File: src/include/rv_macros.svh
`ifndef RV_MACROS_SVH
`define RV_MACROS_SVH

// ----------------------------------------
// Major opcodes, RV32I subset
// ----------------------------------------
`define OPCODE_LUI    7'b0110111
`define OPCODE_AUIPC  7'b0010111
`define OPCODE_JAL    7'b1101111
`define OPCODE_JALR   7'b1100111
`define OPCODE_LOAD   7'b0000011
`define OPCODE_STORE  7'b0100011
`define OPCODE_OPIMM  7'b0010011
`define OPCODE_OP     7'b0110011

// Load widths by funct3
`define INST_LB       3'b000
`define INST_LH       3'b001
`define INST_LW       3'b010
`define INST_LBU      3'b100
`define INST_LHU      3'b101

// ALU funct3 codes, shared by OP and OP-IMM
`define ALU_ADD       3'b000
`define ALU_SLL       3'b001
`define ALU_SLT       3'b010
`define ALU_SLTU      3'b011
`define ALU_XOR       3'b100
`define ALU_SR        3'b101
`define ALU_OR        3'b110
`define ALU_AND       3'b111

// Memory map
`define RV_RESET_PC   32'h0000_0000
`define RV_DATA_BASE  32'h0000_0400

`endif

File: src/hdl/rv_pkg.sv
package rv_pkg;

    // R and I formats share one layout
    // I immediate is funct7 and rs2 joined
    typedef struct packed {
        logic [6:0] funct7;
        logic [4:0] rs2;
        logic [4:0] rs1;
        logic [2:0] funct3;
        logic [4:0] rd;
        logic [6:0] opcode;
    } rType_t;

    // Store format, immediate split around rs2/rs1
    typedef struct packed {
        logic [6:0] imm11to5;
        logic [4:0] rs2;
        logic [4:0] rs1;
        logic [2:0] funct3;
        logic [4:0] imm4to0;
        logic [6:0] opcode;
    } sType_t;

    // U and J formats, J bits are scrambled inside imm31to12
    typedef struct packed {
        logic [19:0] imm31to12;
        logic [4:0]  rd;
        logic [6:0]  opcode;
    } uType_t;

    typedef union packed {
        logic [31:0] raw;
        rType_t      r;
        sType_t      s;
        uType_t      u;
    } instWord_u;

endpackage

File: src/hdl/RegisterFile.sv
`timescale 1ns/10ps

module RegisterFile (
    input  logic        clk,
    input  logic        rst,
    input  logic [4:0]  raddr1,
    input  logic [4:0]  raddr2,
    input  logic [4:0]  waddr,
    input  logic [31:0] wdata,
    input  logic        regWrite,
    output logic [31:0] rdata1,
    output logic [31:0] rdata2
);

    // x1 to x31, x0 has no storage
    logic [31:0] regs [1:31];

    always_ff @(posedge clk) begin
        if (rst) begin
            for (int i = 1; i < 32; i++) begin
                regs[i] <= 32'd0;
            end
        end else if (regWrite && (waddr != 5'd0)) begin
            regs[waddr] <= wdata;
        end
    end

    // Combinational reads, x0 forced to zero
    assign rdata1 = (raddr1 == 5'd0) ? 32'd0 : regs[raddr1];
    assign rdata2 = (raddr2 == 5'd0) ? 32'd0 : regs[raddr2];

endmodule

File: src/hdl/ImmGen.sv
`timescale 1ns/10ps
`include "rv_macros.svh"

module ImmGen (
    input  rv_pkg::instWord_u instr,
    output logic [31:0]       imm32
);

    always_comb begin
        case (instr.r.opcode)
            // I format, imm[11:0] in the top 12 bits
            `OPCODE_JALR, `OPCODE_LOAD, `OPCODE_OPIMM:
                imm32 = {{20{instr.r.funct7[6]}}, instr.r.funct7, instr.r.rs2};
            // S format
            `OPCODE_STORE:
                imm32 = {{20{instr.s.imm11to5[6]}}, instr.s.imm11to5, instr.s.imm4to0};
            // U format, upper 20 bits
            `OPCODE_LUI, `OPCODE_AUIPC:
                imm32 = {instr.u.imm31to12, 12'd0};
            // J format: imm[20|10:1|11|19:12]
            `OPCODE_JAL:
                imm32 = {{12{instr.u.imm31to12[19]}},
                         instr.u.imm31to12[7:0],
                         instr.u.imm31to12[8],
                         instr.u.imm31to12[18:9],
                         1'b0};
            default:
                imm32 = 32'd0;
        endcase
    end

endmodule

File: src/hdl/Decoder.sv
`timescale 1ns/10ps
`include "rv_macros.svh"

module Decoder (
    input  logic              clk,
    input  logic              rst,
    input  logic [31:0]       aluResult,
    input  logic [31:0]       memData,
    input  logic [31:0]       pc,
    input  logic              regWrite,
    input  rv_pkg::instWord_u instr,
    output logic [31:0]       rdata1,
    output logic [31:0]       rdata2,
    output logic [31:0]       imm32,
    output logic [31:0]       wbData
);

    logic [6:0]  opcode;
    logic [4:0]  raddr1;
    logic [4:0]  raddr2;
    logic [4:0]  rd;
    logic [2:0]  funct3;
    logic [31:0] pc4;

    // ----------------------------------------
    // Field split
    // ----------------------------------------
    assign opcode = instr.r.opcode;
    assign raddr1 = instr.r.rs1;
    // Same bit slot for R and S, store data comes from here
    assign raddr2 = instr.s.rs2;
    assign rd     = instr.r.rd;
    assign funct3 = instr.r.funct3;
    assign pc4    = pc + 32'd4;

    // ----------------------------------------
    // Write-back select
    // ----------------------------------------
    always_comb begin
        if ((opcode == `OPCODE_JAL) || (opcode == `OPCODE_JALR)) begin
            wbData = pc4;
        end else if (opcode == `OPCODE_LUI) begin
            wbData = imm32;
        end else if (opcode == `OPCODE_AUIPC) begin
            wbData = pc + imm32;
        end else if (opcode == `OPCODE_LOAD) begin
            // Low lanes of the captured word only
            case (funct3)
                `INST_LB:  wbData = {{24{memData[7]}}, memData[7:0]};
                `INST_LH:  wbData = {{16{memData[15]}}, memData[15:0]};
                `INST_LW:  wbData = memData;
                `INST_LBU: wbData = {24'd0, memData[7:0]};
                `INST_LHU: wbData = {16'd0, memData[15:0]};
                default:   wbData = 32'd0;
            endcase
        end else begin
            wbData = aluResult;
        end
    end

    RegisterFile uRegisterFile (
        .clk      (clk),
        .rst      (rst),
        .raddr1   (raddr1),
        .raddr2   (raddr2),
        .waddr    (rd),
        .wdata    (wbData),
        .regWrite (regWrite),
        .rdata1   (rdata1),
        .rdata2   (rdata2)
    );

    ImmGen uImmGen (
        .instr (instr),
        .imm32 (imm32)
    );

endmodule

File: src/hdl/Alu.sv
`timescale 1ns/10ps
`include "rv_macros.svh"

module Alu (
    input  rv_pkg::instWord_u instr,
    input  logic [31:0]       rdata1,
    input  logic [31:0]       rdata2,
    input  logic [31:0]       imm32,
    output logic [31:0]       aluResult
);

    logic        isOp;
    logic        altOp;
    logic [31:0] opB;
    logic [4:0]  shamt;

    // Register operand for OP, immediate for OP-IMM
    assign isOp  = (instr.r.opcode == `OPCODE_OP);
    assign opB   = isOp ? rdata2 : imm32;
    // funct7[5], also imm[10] for SRAI
    assign altOp = instr.r.funct7[5];
    assign shamt = opB[4:0];

    always_comb begin
        case (instr.r.opcode)
            // Address generation
            `OPCODE_LOAD, `OPCODE_STORE, `OPCODE_JALR: begin
                aluResult = rdata1 + imm32;
            end
            `OPCODE_OP, `OPCODE_OPIMM: begin
                case (instr.r.funct3)
                    `ALU_ADD:  aluResult = (isOp && altOp) ? rdata1 - opB : rdata1 + opB;
                    `ALU_SLL:  aluResult = rdata1 << shamt;
                    `ALU_SLT:  aluResult = {31'd0, $signed(rdata1) < $signed(opB)};
                    `ALU_SLTU: aluResult = {31'd0, rdata1 < opB};
                    `ALU_XOR:  aluResult = rdata1 ^ opB;
                    `ALU_SR: begin
                        // Arithmetic shift kept apart so the sign survives
                        if (altOp) begin
                            aluResult = $signed(rdata1) >>> shamt;
                        end else begin
                            aluResult = rdata1 >> shamt;
                        end
                    end
                    `ALU_OR:   aluResult = rdata1 | opB;
                    default:   aluResult = rdata1 & opB;
                endcase
            end
            default: begin
                aluResult = 32'd0;
            end
        endcase
    end

endmodule

File: src/hdl/CoreCtrl.sv
`timescale 1ns/10ps
`include "rv_macros.svh"

module CoreCtrl (
    input  logic              clk,
    input  logic              rst,
    output logic [31:0]       paddr,
    output logic              pwrite,
    output logic              psel,
    output logic              penable,
    output logic [31:0]       pwdata,
    input  logic [31:0]       prdata,
    input  logic              pready,
    output rv_pkg::instWord_u instr,
    output logic [31:0]       pc,
    output logic [31:0]       memData,
    output logic              regWrite,
    input  logic [31:0]       rdata2,
    input  logic [31:0]       imm32,
    input  logic [31:0]       aluResult,
    input  logic [31:0]       wbData,
    output logic              retireValid,
    output logic [31:0]       retirePc,
    output logic [4:0]        retireRd,
    output logic [31:0]       retireData
);

    // IDLE only once, right after reset
    typedef enum logic [2:0] {
        IDLE, FETCH_SETUP, FETCH_ACCESS, EXEC, MEM_SETUP, MEM_ACCESS, WB
    } ctrlState_e;

    ctrlState_e  state;
    ctrlState_e  nextState;
    logic        isLoad;
    logic        isStore;
    logic        writesRd;
    logic        memPhase;
    logic [31:0] nextPc;

    // ----------------------------------------
    // Instruction class
    // ----------------------------------------
    always_comb begin
        isLoad   = 1'b0;
        isStore  = 1'b0;
        writesRd = 1'b0;
        case (instr.r.opcode)
            `OPCODE_LUI, `OPCODE_AUIPC, `OPCODE_JAL, `OPCODE_JALR,
            `OPCODE_OPIMM, `OPCODE_OP: begin
                writesRd = 1'b1;
            end
            `OPCODE_LOAD: begin
                // Reserved widths fall through as no-ops
                isLoad   = (instr.r.funct3 == `INST_LB)  || (instr.r.funct3 == `INST_LH) ||
                           (instr.r.funct3 == `INST_LW)  || (instr.r.funct3 == `INST_LBU) ||
                           (instr.r.funct3 == `INST_LHU);
                writesRd = isLoad;
            end
            `OPCODE_STORE: begin
                // SW only, funct3 same as LW
                isStore = (instr.s.funct3 == `INST_LW);
            end
            default: begin
            end
        endcase
    end

    // ----------------------------------------
    // State machine
    // ----------------------------------------
    always_comb begin
        nextState = state;
        case (state)
            IDLE:         nextState = FETCH_SETUP;
            FETCH_SETUP:  nextState = FETCH_ACCESS;
            FETCH_ACCESS: if (pready) nextState = EXEC;
            EXEC:         nextState = (isLoad || isStore) ? MEM_SETUP : WB;
            MEM_SETUP:    nextState = MEM_ACCESS;
            MEM_ACCESS:   if (pready) nextState = WB;
            default:      nextState = FETCH_SETUP;
        endcase
    end

    // Next PC, only taken in WB
    always_comb begin
        case (instr.r.opcode)
            `OPCODE_JAL:  nextPc = pc + imm32;
            `OPCODE_JALR: nextPc = {aluResult[31:1], 1'b0};
            default:      nextPc = pc + 32'd4;
        endcase
    end

    always_ff @(posedge clk) begin
        if (rst) begin
            state <= IDLE;
            pc    <= `RV_RESET_PC;
        end else begin
            state <= nextState;
            if (state == WB) begin
                pc <= nextPc;
            end
        end
    end

    // Capture on the completing access cycle
    always_ff @(posedge clk) begin
        if ((state == FETCH_ACCESS) && pready) begin
            instr.raw <= prdata;
        end
        if ((state == MEM_ACCESS) && pready && !pwrite) begin
            memData <= prdata;
        end
    end

    // ----------------------------------------
    // APB requester
    // ----------------------------------------
    assign memPhase = (state == MEM_SETUP) || (state == MEM_ACCESS);
    assign psel     = (state == FETCH_SETUP) || (state == FETCH_ACCESS) || memPhase;
    assign penable  = (state == FETCH_ACCESS) || (state == MEM_ACCESS);
    assign pwrite   = memPhase && isStore;
    // Held steady by the frozen instr and register file
    assign paddr    = memPhase ? aluResult : pc;
    assign pwdata   = rdata2;

    // Write-back and retire trace
    assign regWrite    = (state == WB) && writesRd;
    assign retireValid = (state == WB);
    assign retirePc    = pc;
    assign retireRd    = writesRd ? instr.r.rd : 5'd0;
    assign retireData  = (writesRd && (instr.r.rd != 5'd0)) ? wbData : 32'd0;

endmodule

File: src/hdl/RvCore.sv
`timescale 1ns/10ps

module RvCore (
    input  logic        clk,
    input  logic        rst,
    output logic [31:0] paddr,
    output logic        pwrite,
    output logic        psel,
    output logic        penable,
    output logic [31:0] pwdata,
    input  logic [31:0] prdata,
    input  logic        pready,
    output logic        retireValid,
    output logic [31:0] retirePc,
    output logic [4:0]  retireRd,
    output logic [31:0] retireData
);

    // Controller to decode stage
    rv_pkg::instWord_u instr;
    logic [31:0]       pc;
    logic [31:0]       memData;
    logic              regWrite;

    // Decode stage and ALU results
    logic [31:0]       rdata1;
    logic [31:0]       rdata2;
    logic [31:0]       imm32;
    logic [31:0]       wbData;
    logic [31:0]       aluResult;

    // Port names match the nets one to one
    CoreCtrl uCoreCtrl (.*);

    Decoder uDecoder (.*);

    Alu uAlu (.*);

endmodule

File: config.mk
export PLATFORM = sky130hd
export DESIGN_NAME = RvCore
export DESIGN_NICKNAME = d
export VERILOG_FILES = /design/src/hdl/rv_pkg.sv /design/src/hdl/RegisterFile.sv /design/src/hdl/ImmGen.sv /design/src/hdl/Decoder.sv /design/src/hdl/Alu.sv /design/src/hdl/CoreCtrl.sv /design/src/hdl/RvCore.sv
export VERILOG_INCLUDE_DIRS = /design/src /design/src/include
export SDC_FILE = /design/constraint.sdc
export NUM_CORES = 2
export LEC_CHECK = 0
export ABC_AREA = 0
export BUFFER_PORTS_ARGS = -buffer_cell sky130_fd_sc_hd__clkbuf_2
export CAP_MARGIN = 20
export CORE_ASPECT_RATIO = 1.75
export CORE_MARGIN = 2
export CORE_UTILIZATION = 40
export DETAILED_ROUTE_END_ITERATION = 8
export GPL_ROUTABILITY_DRIVEN = 1
export HOLD_SLACK_MARGIN = 0.15
export MAX_ROUTING_LAYER = met4
export PLACE_DENSITY = 0.67
export SLEW_MARGIN = 40
export SYNTH_ARGS = -nofsm -noshare
export SYNTH_HDL_FRONTEND = slang
export SYNTH_SLANG_ARGS = --single-unit
File: constraint.sdc
create_clock -name clk -period 8 [get_ports clk]
set_input_delay 1.2 -clock clk [delete_from_list [all_inputs] [get_ports clk]]
set_output_delay 1.2 -clock clk [all_outputs]
set_load 0.01 [all_outputs]
# After elaboration in Yosys (flattened, before gate mapping)
# Memories as Yosys holds them, arrays and structs flattened. A register that Yosys moved wholly into a read port is not among the register bits.
# Cells that the tools add are included.
[op_classes]
n_lt_le_gt_ge = 2
muxes = 34
n_addsub = 5
n_eq_ne = 22
n_shift = 3
bitwise = 3
reduce_logical = 30
[ops]
columns = ["cell", "n"]
rows = [
  ["2-to-1 mux 32 bit", 12],
  ["one-hot mux 32 bit (7 select lines)", 1],
  ["one-hot mux 32 bit (5 select lines)", 1],
  ["one-hot mux 32 bit (2 select lines)", 2],
  ["one-hot mux 32 bit (4 select lines)", 1],
  ["adder 32 bit", 3],
  ["< comparator 32 bit", 2],
  ["adder 32 x 3 -> 32 bit (second input constant)", 1],
  ["bitwise AND 32 bit", 1],
  ["OR 32 bit", 1],
  ["OR reduction 32 bit", 1],
  ["<< shifter 32 x 5 -> 32 bit", 1],
  ["right shift 32 x 5 -> 32 bit", 1],
  [">>> shifter 32 x 5 -> 32 bit", 1],
  ["subtractor 32 bit", 1],
  ["XOR 32 bit", 1],
  ["== test 7 x 6 -> 1 bit (second input constant)", 3],
  ["2-to-1 mux 5 bit", 4],
  ["== test 3 bit (second input constant)", 6],
  ["one-hot mux 3 bit (5 select lines)", 1],
  ["== test 7 x 5 -> 1 bit (second input constant)", 2],
  ["== test 7 bit (second input constant)", 2],
  ["== test 3 x 2 -> 1 bit (second input constant)", 4],
  ["logical NOT 5 bit", 2],
  ["16 further kinds", 44],
]
[totals]
elab_cells = 104
ff_bits = 99
ramBits = 992
memories = 1
out_inout_bits = 137
[mem_list]
columns = ["memory", "depth", "width", "rd", "rd_ports_with_merged_regs", "write_ports", "line", "rtl"]
rows = [
  ["uDecoder.uRegisterFile.regs", 31, 32, 2, 2, 31, "RegisterFile.sv:16", "logic [31:0] regs [1:31];"],
]

# Depth between registers and ports, before layout
[depth]
ltp_word = 13
ltp_mapped = 28
depth_no_buf = 23

# By module
# From an unflattened synthesis, not the netlist that was laid out.
[unflattened]
cells_unflattened = 6990
hier_area_um2 = 77436.8
[by_module_without_submodules]
columns = ["mod", "n_inst", "seq_area_each_um2", "cells_per_inst", "area_each_um2"]
rows = [
  ["RegisterFile", 1, 30749.5, 3765, 54631.1],
  ["Alu", 1, 0.0, 1725, 11313.4],
  ["CoreCtrl", 1, 2622.5, 820, 7253.2],
  ["Decoder", 1, 0.0, 594, 3738.6],
  ["ImmGen", 1, 0.0, 86, 500.5],
]

# Worst setup path before layout
# OpenSTA, ideal clock, no wires.
[synth_timing]
path_kind = "reg-to-output"
from = "register (tool-made name)"
to = "output retireData[29]"
arrival_ps = 6512
n_path_buf = 8
t_required_ps = 6800
stages_incl_launch_ff = 28
slack_ps = 288
cell_sequence = "dfxtp_1 > buf_6 > buf_6 > buf_6 > buf_2 > buf_1 > buf_1 > mux4_2 > mux4_2 > mux2i_1 > nor2_1 > a21oi_1 > ha_1 > clkbuf_1 > and4_1 > nor3b_1 > nor3b_1 > a21boi_0 > nor3b_1 > o32ai_1 > or4_1 > a311oi_1 > a41oi_1 > a31oi_1 > a311oi_1 > o31a_1 > buf_2 > nor2_1"
[synth_lines]
columns = ["item", "line", "rtl"]
rows = [
  ["end: declaration", "RvCore.sv:16", "output logic [31:0] retireData"],
]

==> summary.txt <==
Critical path
  • Top cell by count, worst path: buf_6
  • Count of cells along the worst register-to-register path: 29
  • Critical Path, Cell by Cell: buf_6 -> buf_12 -> buf_6 -> mux4_2 -> mux2i_1 -> a31oi_1 -> nand3_2 -> inv_1 -> a21oi_2 -> buf_4 -> a211oi_2 -> o31ai_1 -> o2111ai_1 -> o221ai_2 -> o211a_1 -> or2_4 -> buf_12 -> nor2_4 -> buf_6
  • Register-to-register path setup slack: 1.19 ns
  • Critical path's slowest cell: o2111ai_1
  • Kind of start point of the critical path: flop
  • End of the worst register-to-register path: uDecoder.uRegisterFile.regs[24][30]$_SDFFCE_PN0P_
  • Worst setup path category: flop to output port
  • Element type at the critical path end: output port
  • Critical path peak fanout: 17
  • Crit path arrival time: 7.01 ns
  • Total stage count of the critical path: 19
  • Sum of buffers and inverters on the critical path: 7
  • Endpoint required time on the critical path: between 6 and 7 ns
  • Largest stage delay on the critical path: 0.62 ns
  • Largest delay share family, worst path: compound AO/OA/AOI/OAI gates

Yosys
  • Post-synthesis sequential area ratio: 0.455
  • Compound-cell area share of the yosys netlist: 0.125
  • Fraction of registers with async set or reset after synthesis: 0
  • Cell accounting for the most synthesized area: edfxtp_1
  • Mean instance size in the synthesized netlist: about 11 µm²
  • Flop and latch count out of synthesis: 1133
  • Top FF cell, synth: edfxtp_1
  • Dominant combinational cell family by area after synthesis: multiplexers
  • Cells after Synth: roughly 6.5k
  • Share of Yosys cell area claimed by the top area cell type: 0.443
  • Adder and majority gate portion of the synthesized area: 0.0282
  • Synthesized-area fraction occupied by xor and xnor cells: 0.0118
  • Multiplexer fraction of the synthesized cell area: 0.193
  • Cell types occupying the most area after synthesis: edfxtp_1 44%, mux4_2 13%, nor2_1 6.1%, mux2i_1 4.9%, ha_1 2.7%
  • Synth Area in Simple Gates: 0.131
  • Synth Cell Area: 73700 µm²
  • Warnings, synthesis: 0
  • Yosys cell types: approximately 140
  • Number of enable-type register cells in the synthesized netlist: 1088

Power and ir drop
  • Switching Share: 0.333
  • Peak supply drop: ~250 µV
  • Leakage: about 34 nW
  • Internal: about 11 mW
  • Sequential Power Share: 0.398
  • Total power per unit cell area: 189 nW/µm²
  • Proportion of power drawn by the clock network: 0.313
  • Final Power: between 15 and 20 mW
  • Combinational group share of total power: 0.289
  • Net switching power figure: about 5.7 mW

Layout
  • Final Instance Area: 90800 µm²
  • Share of post-route cells with drive strength above 1: 0.345
  • Synthesis-to-finish area growth: 23.2%
  • Final instance count without filler cells: between 9k and 10k
  • Fillers: about 17k
  • Final #Nets: 7517

Timing
  • Min Clock Period, post-route: about 8 ns
  • Slew at the pin closest to its max-slew limit: 1.05 ns
  • Maximum clock skew at final layout: 0.0831 ns
  • Final-report max-slew violation count: 0
  • Final worst setup slack: -0.212 ns
  • Final Cycle Share: 1.03
  • Final hold violations: 0
  • Highest clock frequency the design can meet: ~120 MHz
  • Worst rel slew slack: 0.291
  • Unrepaired setup endpoints after global routing: true
  • Tightest hold margin: roughly 0.57 ns
  • Count of final setup violators: 12

Global route
  • Global-route wire length before repair: 585000 µm
  • Tot GR Track Use: 0.479
  • Via count of the first global-routing pass: a little under 70k
  • Initial antenna violation count: 26
  • Total overflow reported by the global router: 0
  • Largest net degree at the start of global routing: 63

Run status
  • Result of the run: finished, violations left
  • Failing checks: negative setup slack

Place
  • Total placed cells including tap cells: about 9.5k
  • RePlAce Congestion: between 1 and 1.5
  • Instance area after placement: 83300 µm²
  • Number of port buffers: 171
  • HPWL after DPL: 324000 µm

Detailed routing
  • Aggregate routed wire length: 444000 µm
  • Number of DRC markers after the initial detailed-route iteration: 9939
  • Pre-antenna DRT Iters: 8
  • Total number of vias: 67.8k
  • Final ANT Viol Nets: 0
  • Vias/cell: between 6 and 7
  • Routed wire length per instance: 45.2 µm
  • Number of design rule violations left after detail routing: 0

Die
  • Floorplan die area: 188000 µm²
  • Die extent in x: between 300 and 400 µm
  • Height of the chip: ~570 µm
  • Initial Utilization: 0.402
  • Area of the core: between 150000 and 200000 µm²
  • Core Rows: around 210
  • IO Pins: 172

Clocking
  • Clock buffer count from CTS: 104
  • Register clock-pin slew on the reported worst setup and hold paths: 0.07 ns
  • Sinks on the clock net: between 1k and 1.5k
  • Max H-tree Level: 3
  • Count of hold-fix buffers inserted at cts: 0
  • Worst skew pair latency: about 0.8 ns
  • Root Buffer: clkbuf_16
  • Number of buffers between clock root and the deepest sink: 3
  • CTS tree: done

Hold path
  • End point of the most critical hold path: uCoreCtrl.pc[0]$_SDFFE_PP0P_
  • Depth of the worst hold-timing path: 2
  • Hold/Removal Path Class: flop to flop
  • Beginning of the worst hold path: uCoreCtrl.pc[0]$_SDFFE_PP0P_

Run
  • Max-capacitance violation count: 0
==> state kept, by name, summed over array words and instances, names as in the netlist, named ones only <==
| signal | flops |
|---|---|
| uCoreCtrl.state | 3 |
| uDecoder.uRegisterFile.regs | 1024 |
| uCoreCtrl.pc | 32 |
| uCoreCtrl.instr | 32 |
| uCoreCtrl.memData | 32 |
==> per-stage QoR <==
stage | util | setup TNS (ns) | setup WS, ns
2_1_floorplan | - | 0 | 0.288
3_3_place_gp | 0.454 | -43.58 | -1.14
3_5_place_dp | 0.455 | -3.46 | -0.492
4_1_cts | 0.489 | -0.350 | -0.0697
5_1_grt | 0.496 | -1.23 | -0.159
6_report | 0.496 | -1.08 | -0.212
==> per-layer routing <==
metal  routed length (µm)  track usage
met5                    0            -
met4                65400        0.555
met3                45500        0.124
met2               206000        0.747
met1               128000        0.448
==> cells by family (layout without fill, tap and decap cells) <==
kind of cell	Yosys count	count (layout)
xor+xnor	99	99
flops	1133	1133
other cells	1	54
buf+inv	756	1629
fa+ha+maj	164	164
simple gates	2147	2147
compound gates	1352	1352
mux	844	844
==> power groups by stage <==
stage	registers [mW]	logic, mW	clock network [mW]
after floorplan	6.87	2.07	0
after global placement	6.94	4.31	0
after detailed placement	6.95	4.31	0
after CTS	6.82	4.64	5.33
after global routing	6.84	4.98	5.53
final	6.83	4.95	5.37
==> what timing repair did <==
action                                  CTS  global route
gates cloned                             13             0
setup buffers                            86            45
resized for setup                       324           237
pin swaps                                98           128
endpoints found under the setup margin   51            45
==> worst reg2reg max path, delay by kind of cell, from the launching register on <==
kind	cells	cell delay [ns]
buffers and inverters	11	1.75
XOR/XNOR	1	0.09
AND/OR/NAND/NOR	3	0.28
adder cells (fa/ha/maj)	1	0.17
flip-flops	1	0.40
AO/OA/AOI/OAI	10	2.37
multiplexers	3	1.46
==> area by class of cell <==
class / instances / area, µm² / area share
inverters: 180 / 684 / 0.00753
diodes: 22 / 55.1 / 0.000606
clock inverters: 71 / 833 / 0.00917
flip-flops and latches: 1133 / 33600 / 0.370
repair buffers: 1261 / 11300 / 0.124
well taps: 2415 / 3020 / 0.0333
clock buffers: 117 / 2670 / 0.0294
multi-input cells: 4638 / 38700 / 0.426
==> cells in the mapped netlist (37+ instances only) <==
cell	instances
buf_6	75
xnor2_1	61
nor2b_1	40
nand3_1	91
clkbuf_1	272
o21a_1	37
xor2_1	38
buf_4	43
nor2_2	112
o21ai_0	263
a21o_1	77
dfxtp_1	45
ha_1	160
buf_2	127
a31oi_1	50
a21oi_1	296
and3_1	37
o22ai_1	54
nor3_1	96
nor2_1	1194
nand2_1	341
mux2i_1	358
mux4_2	439
edfxtp_1	1088
a22oi_1	133
a211oi_1	60
inv_1	151
==> worst max-delay path by stage <==
stage,slack (ns),endpoint
after CTS,-0.07,retireData[13]
after floorplan,0.29,retireData[29]
final,-0.21,retireData[27]
after global placement,-1.14,paddr[25]
after detailed placement,-0.49,paddr[25]
after global routing,-0.16,retireData[30]
==> cells in the final DEF (no fill, tap or decap), drive strengths merged, types with 22 or more instances in the layout <==
cell type,Yosys,final
clkbuf,275,275
and3,37,37
nor3,105,105
mux4,453,453
nand2,341,341
a21o,77,77
o22ai,54,54
mux2i,360,360
a22oi,136,136
diode,0,22
o21ai,287,287
a221oi,33,33
inv,177,180
and2,38,38
dfxtp,45,45
o221ai,24,24
ha,160,160
nor2b,41,41
nor2,1306,1306
clkinv,3,53
conb,1,32
a211oi,69,69
xnor2,61,61
a31oi,53,53
mux2,31,31
a21boi,23,23
edfxtp,1088,1088
nand2b,32,32
or2,23,23
buf,299,1098
nand3,92,92
a21oi,306,306
nor4,33,33
xor2,38,38
o21a,38,38
o211ai,40,40
Power figures use the tool's default switching activity.
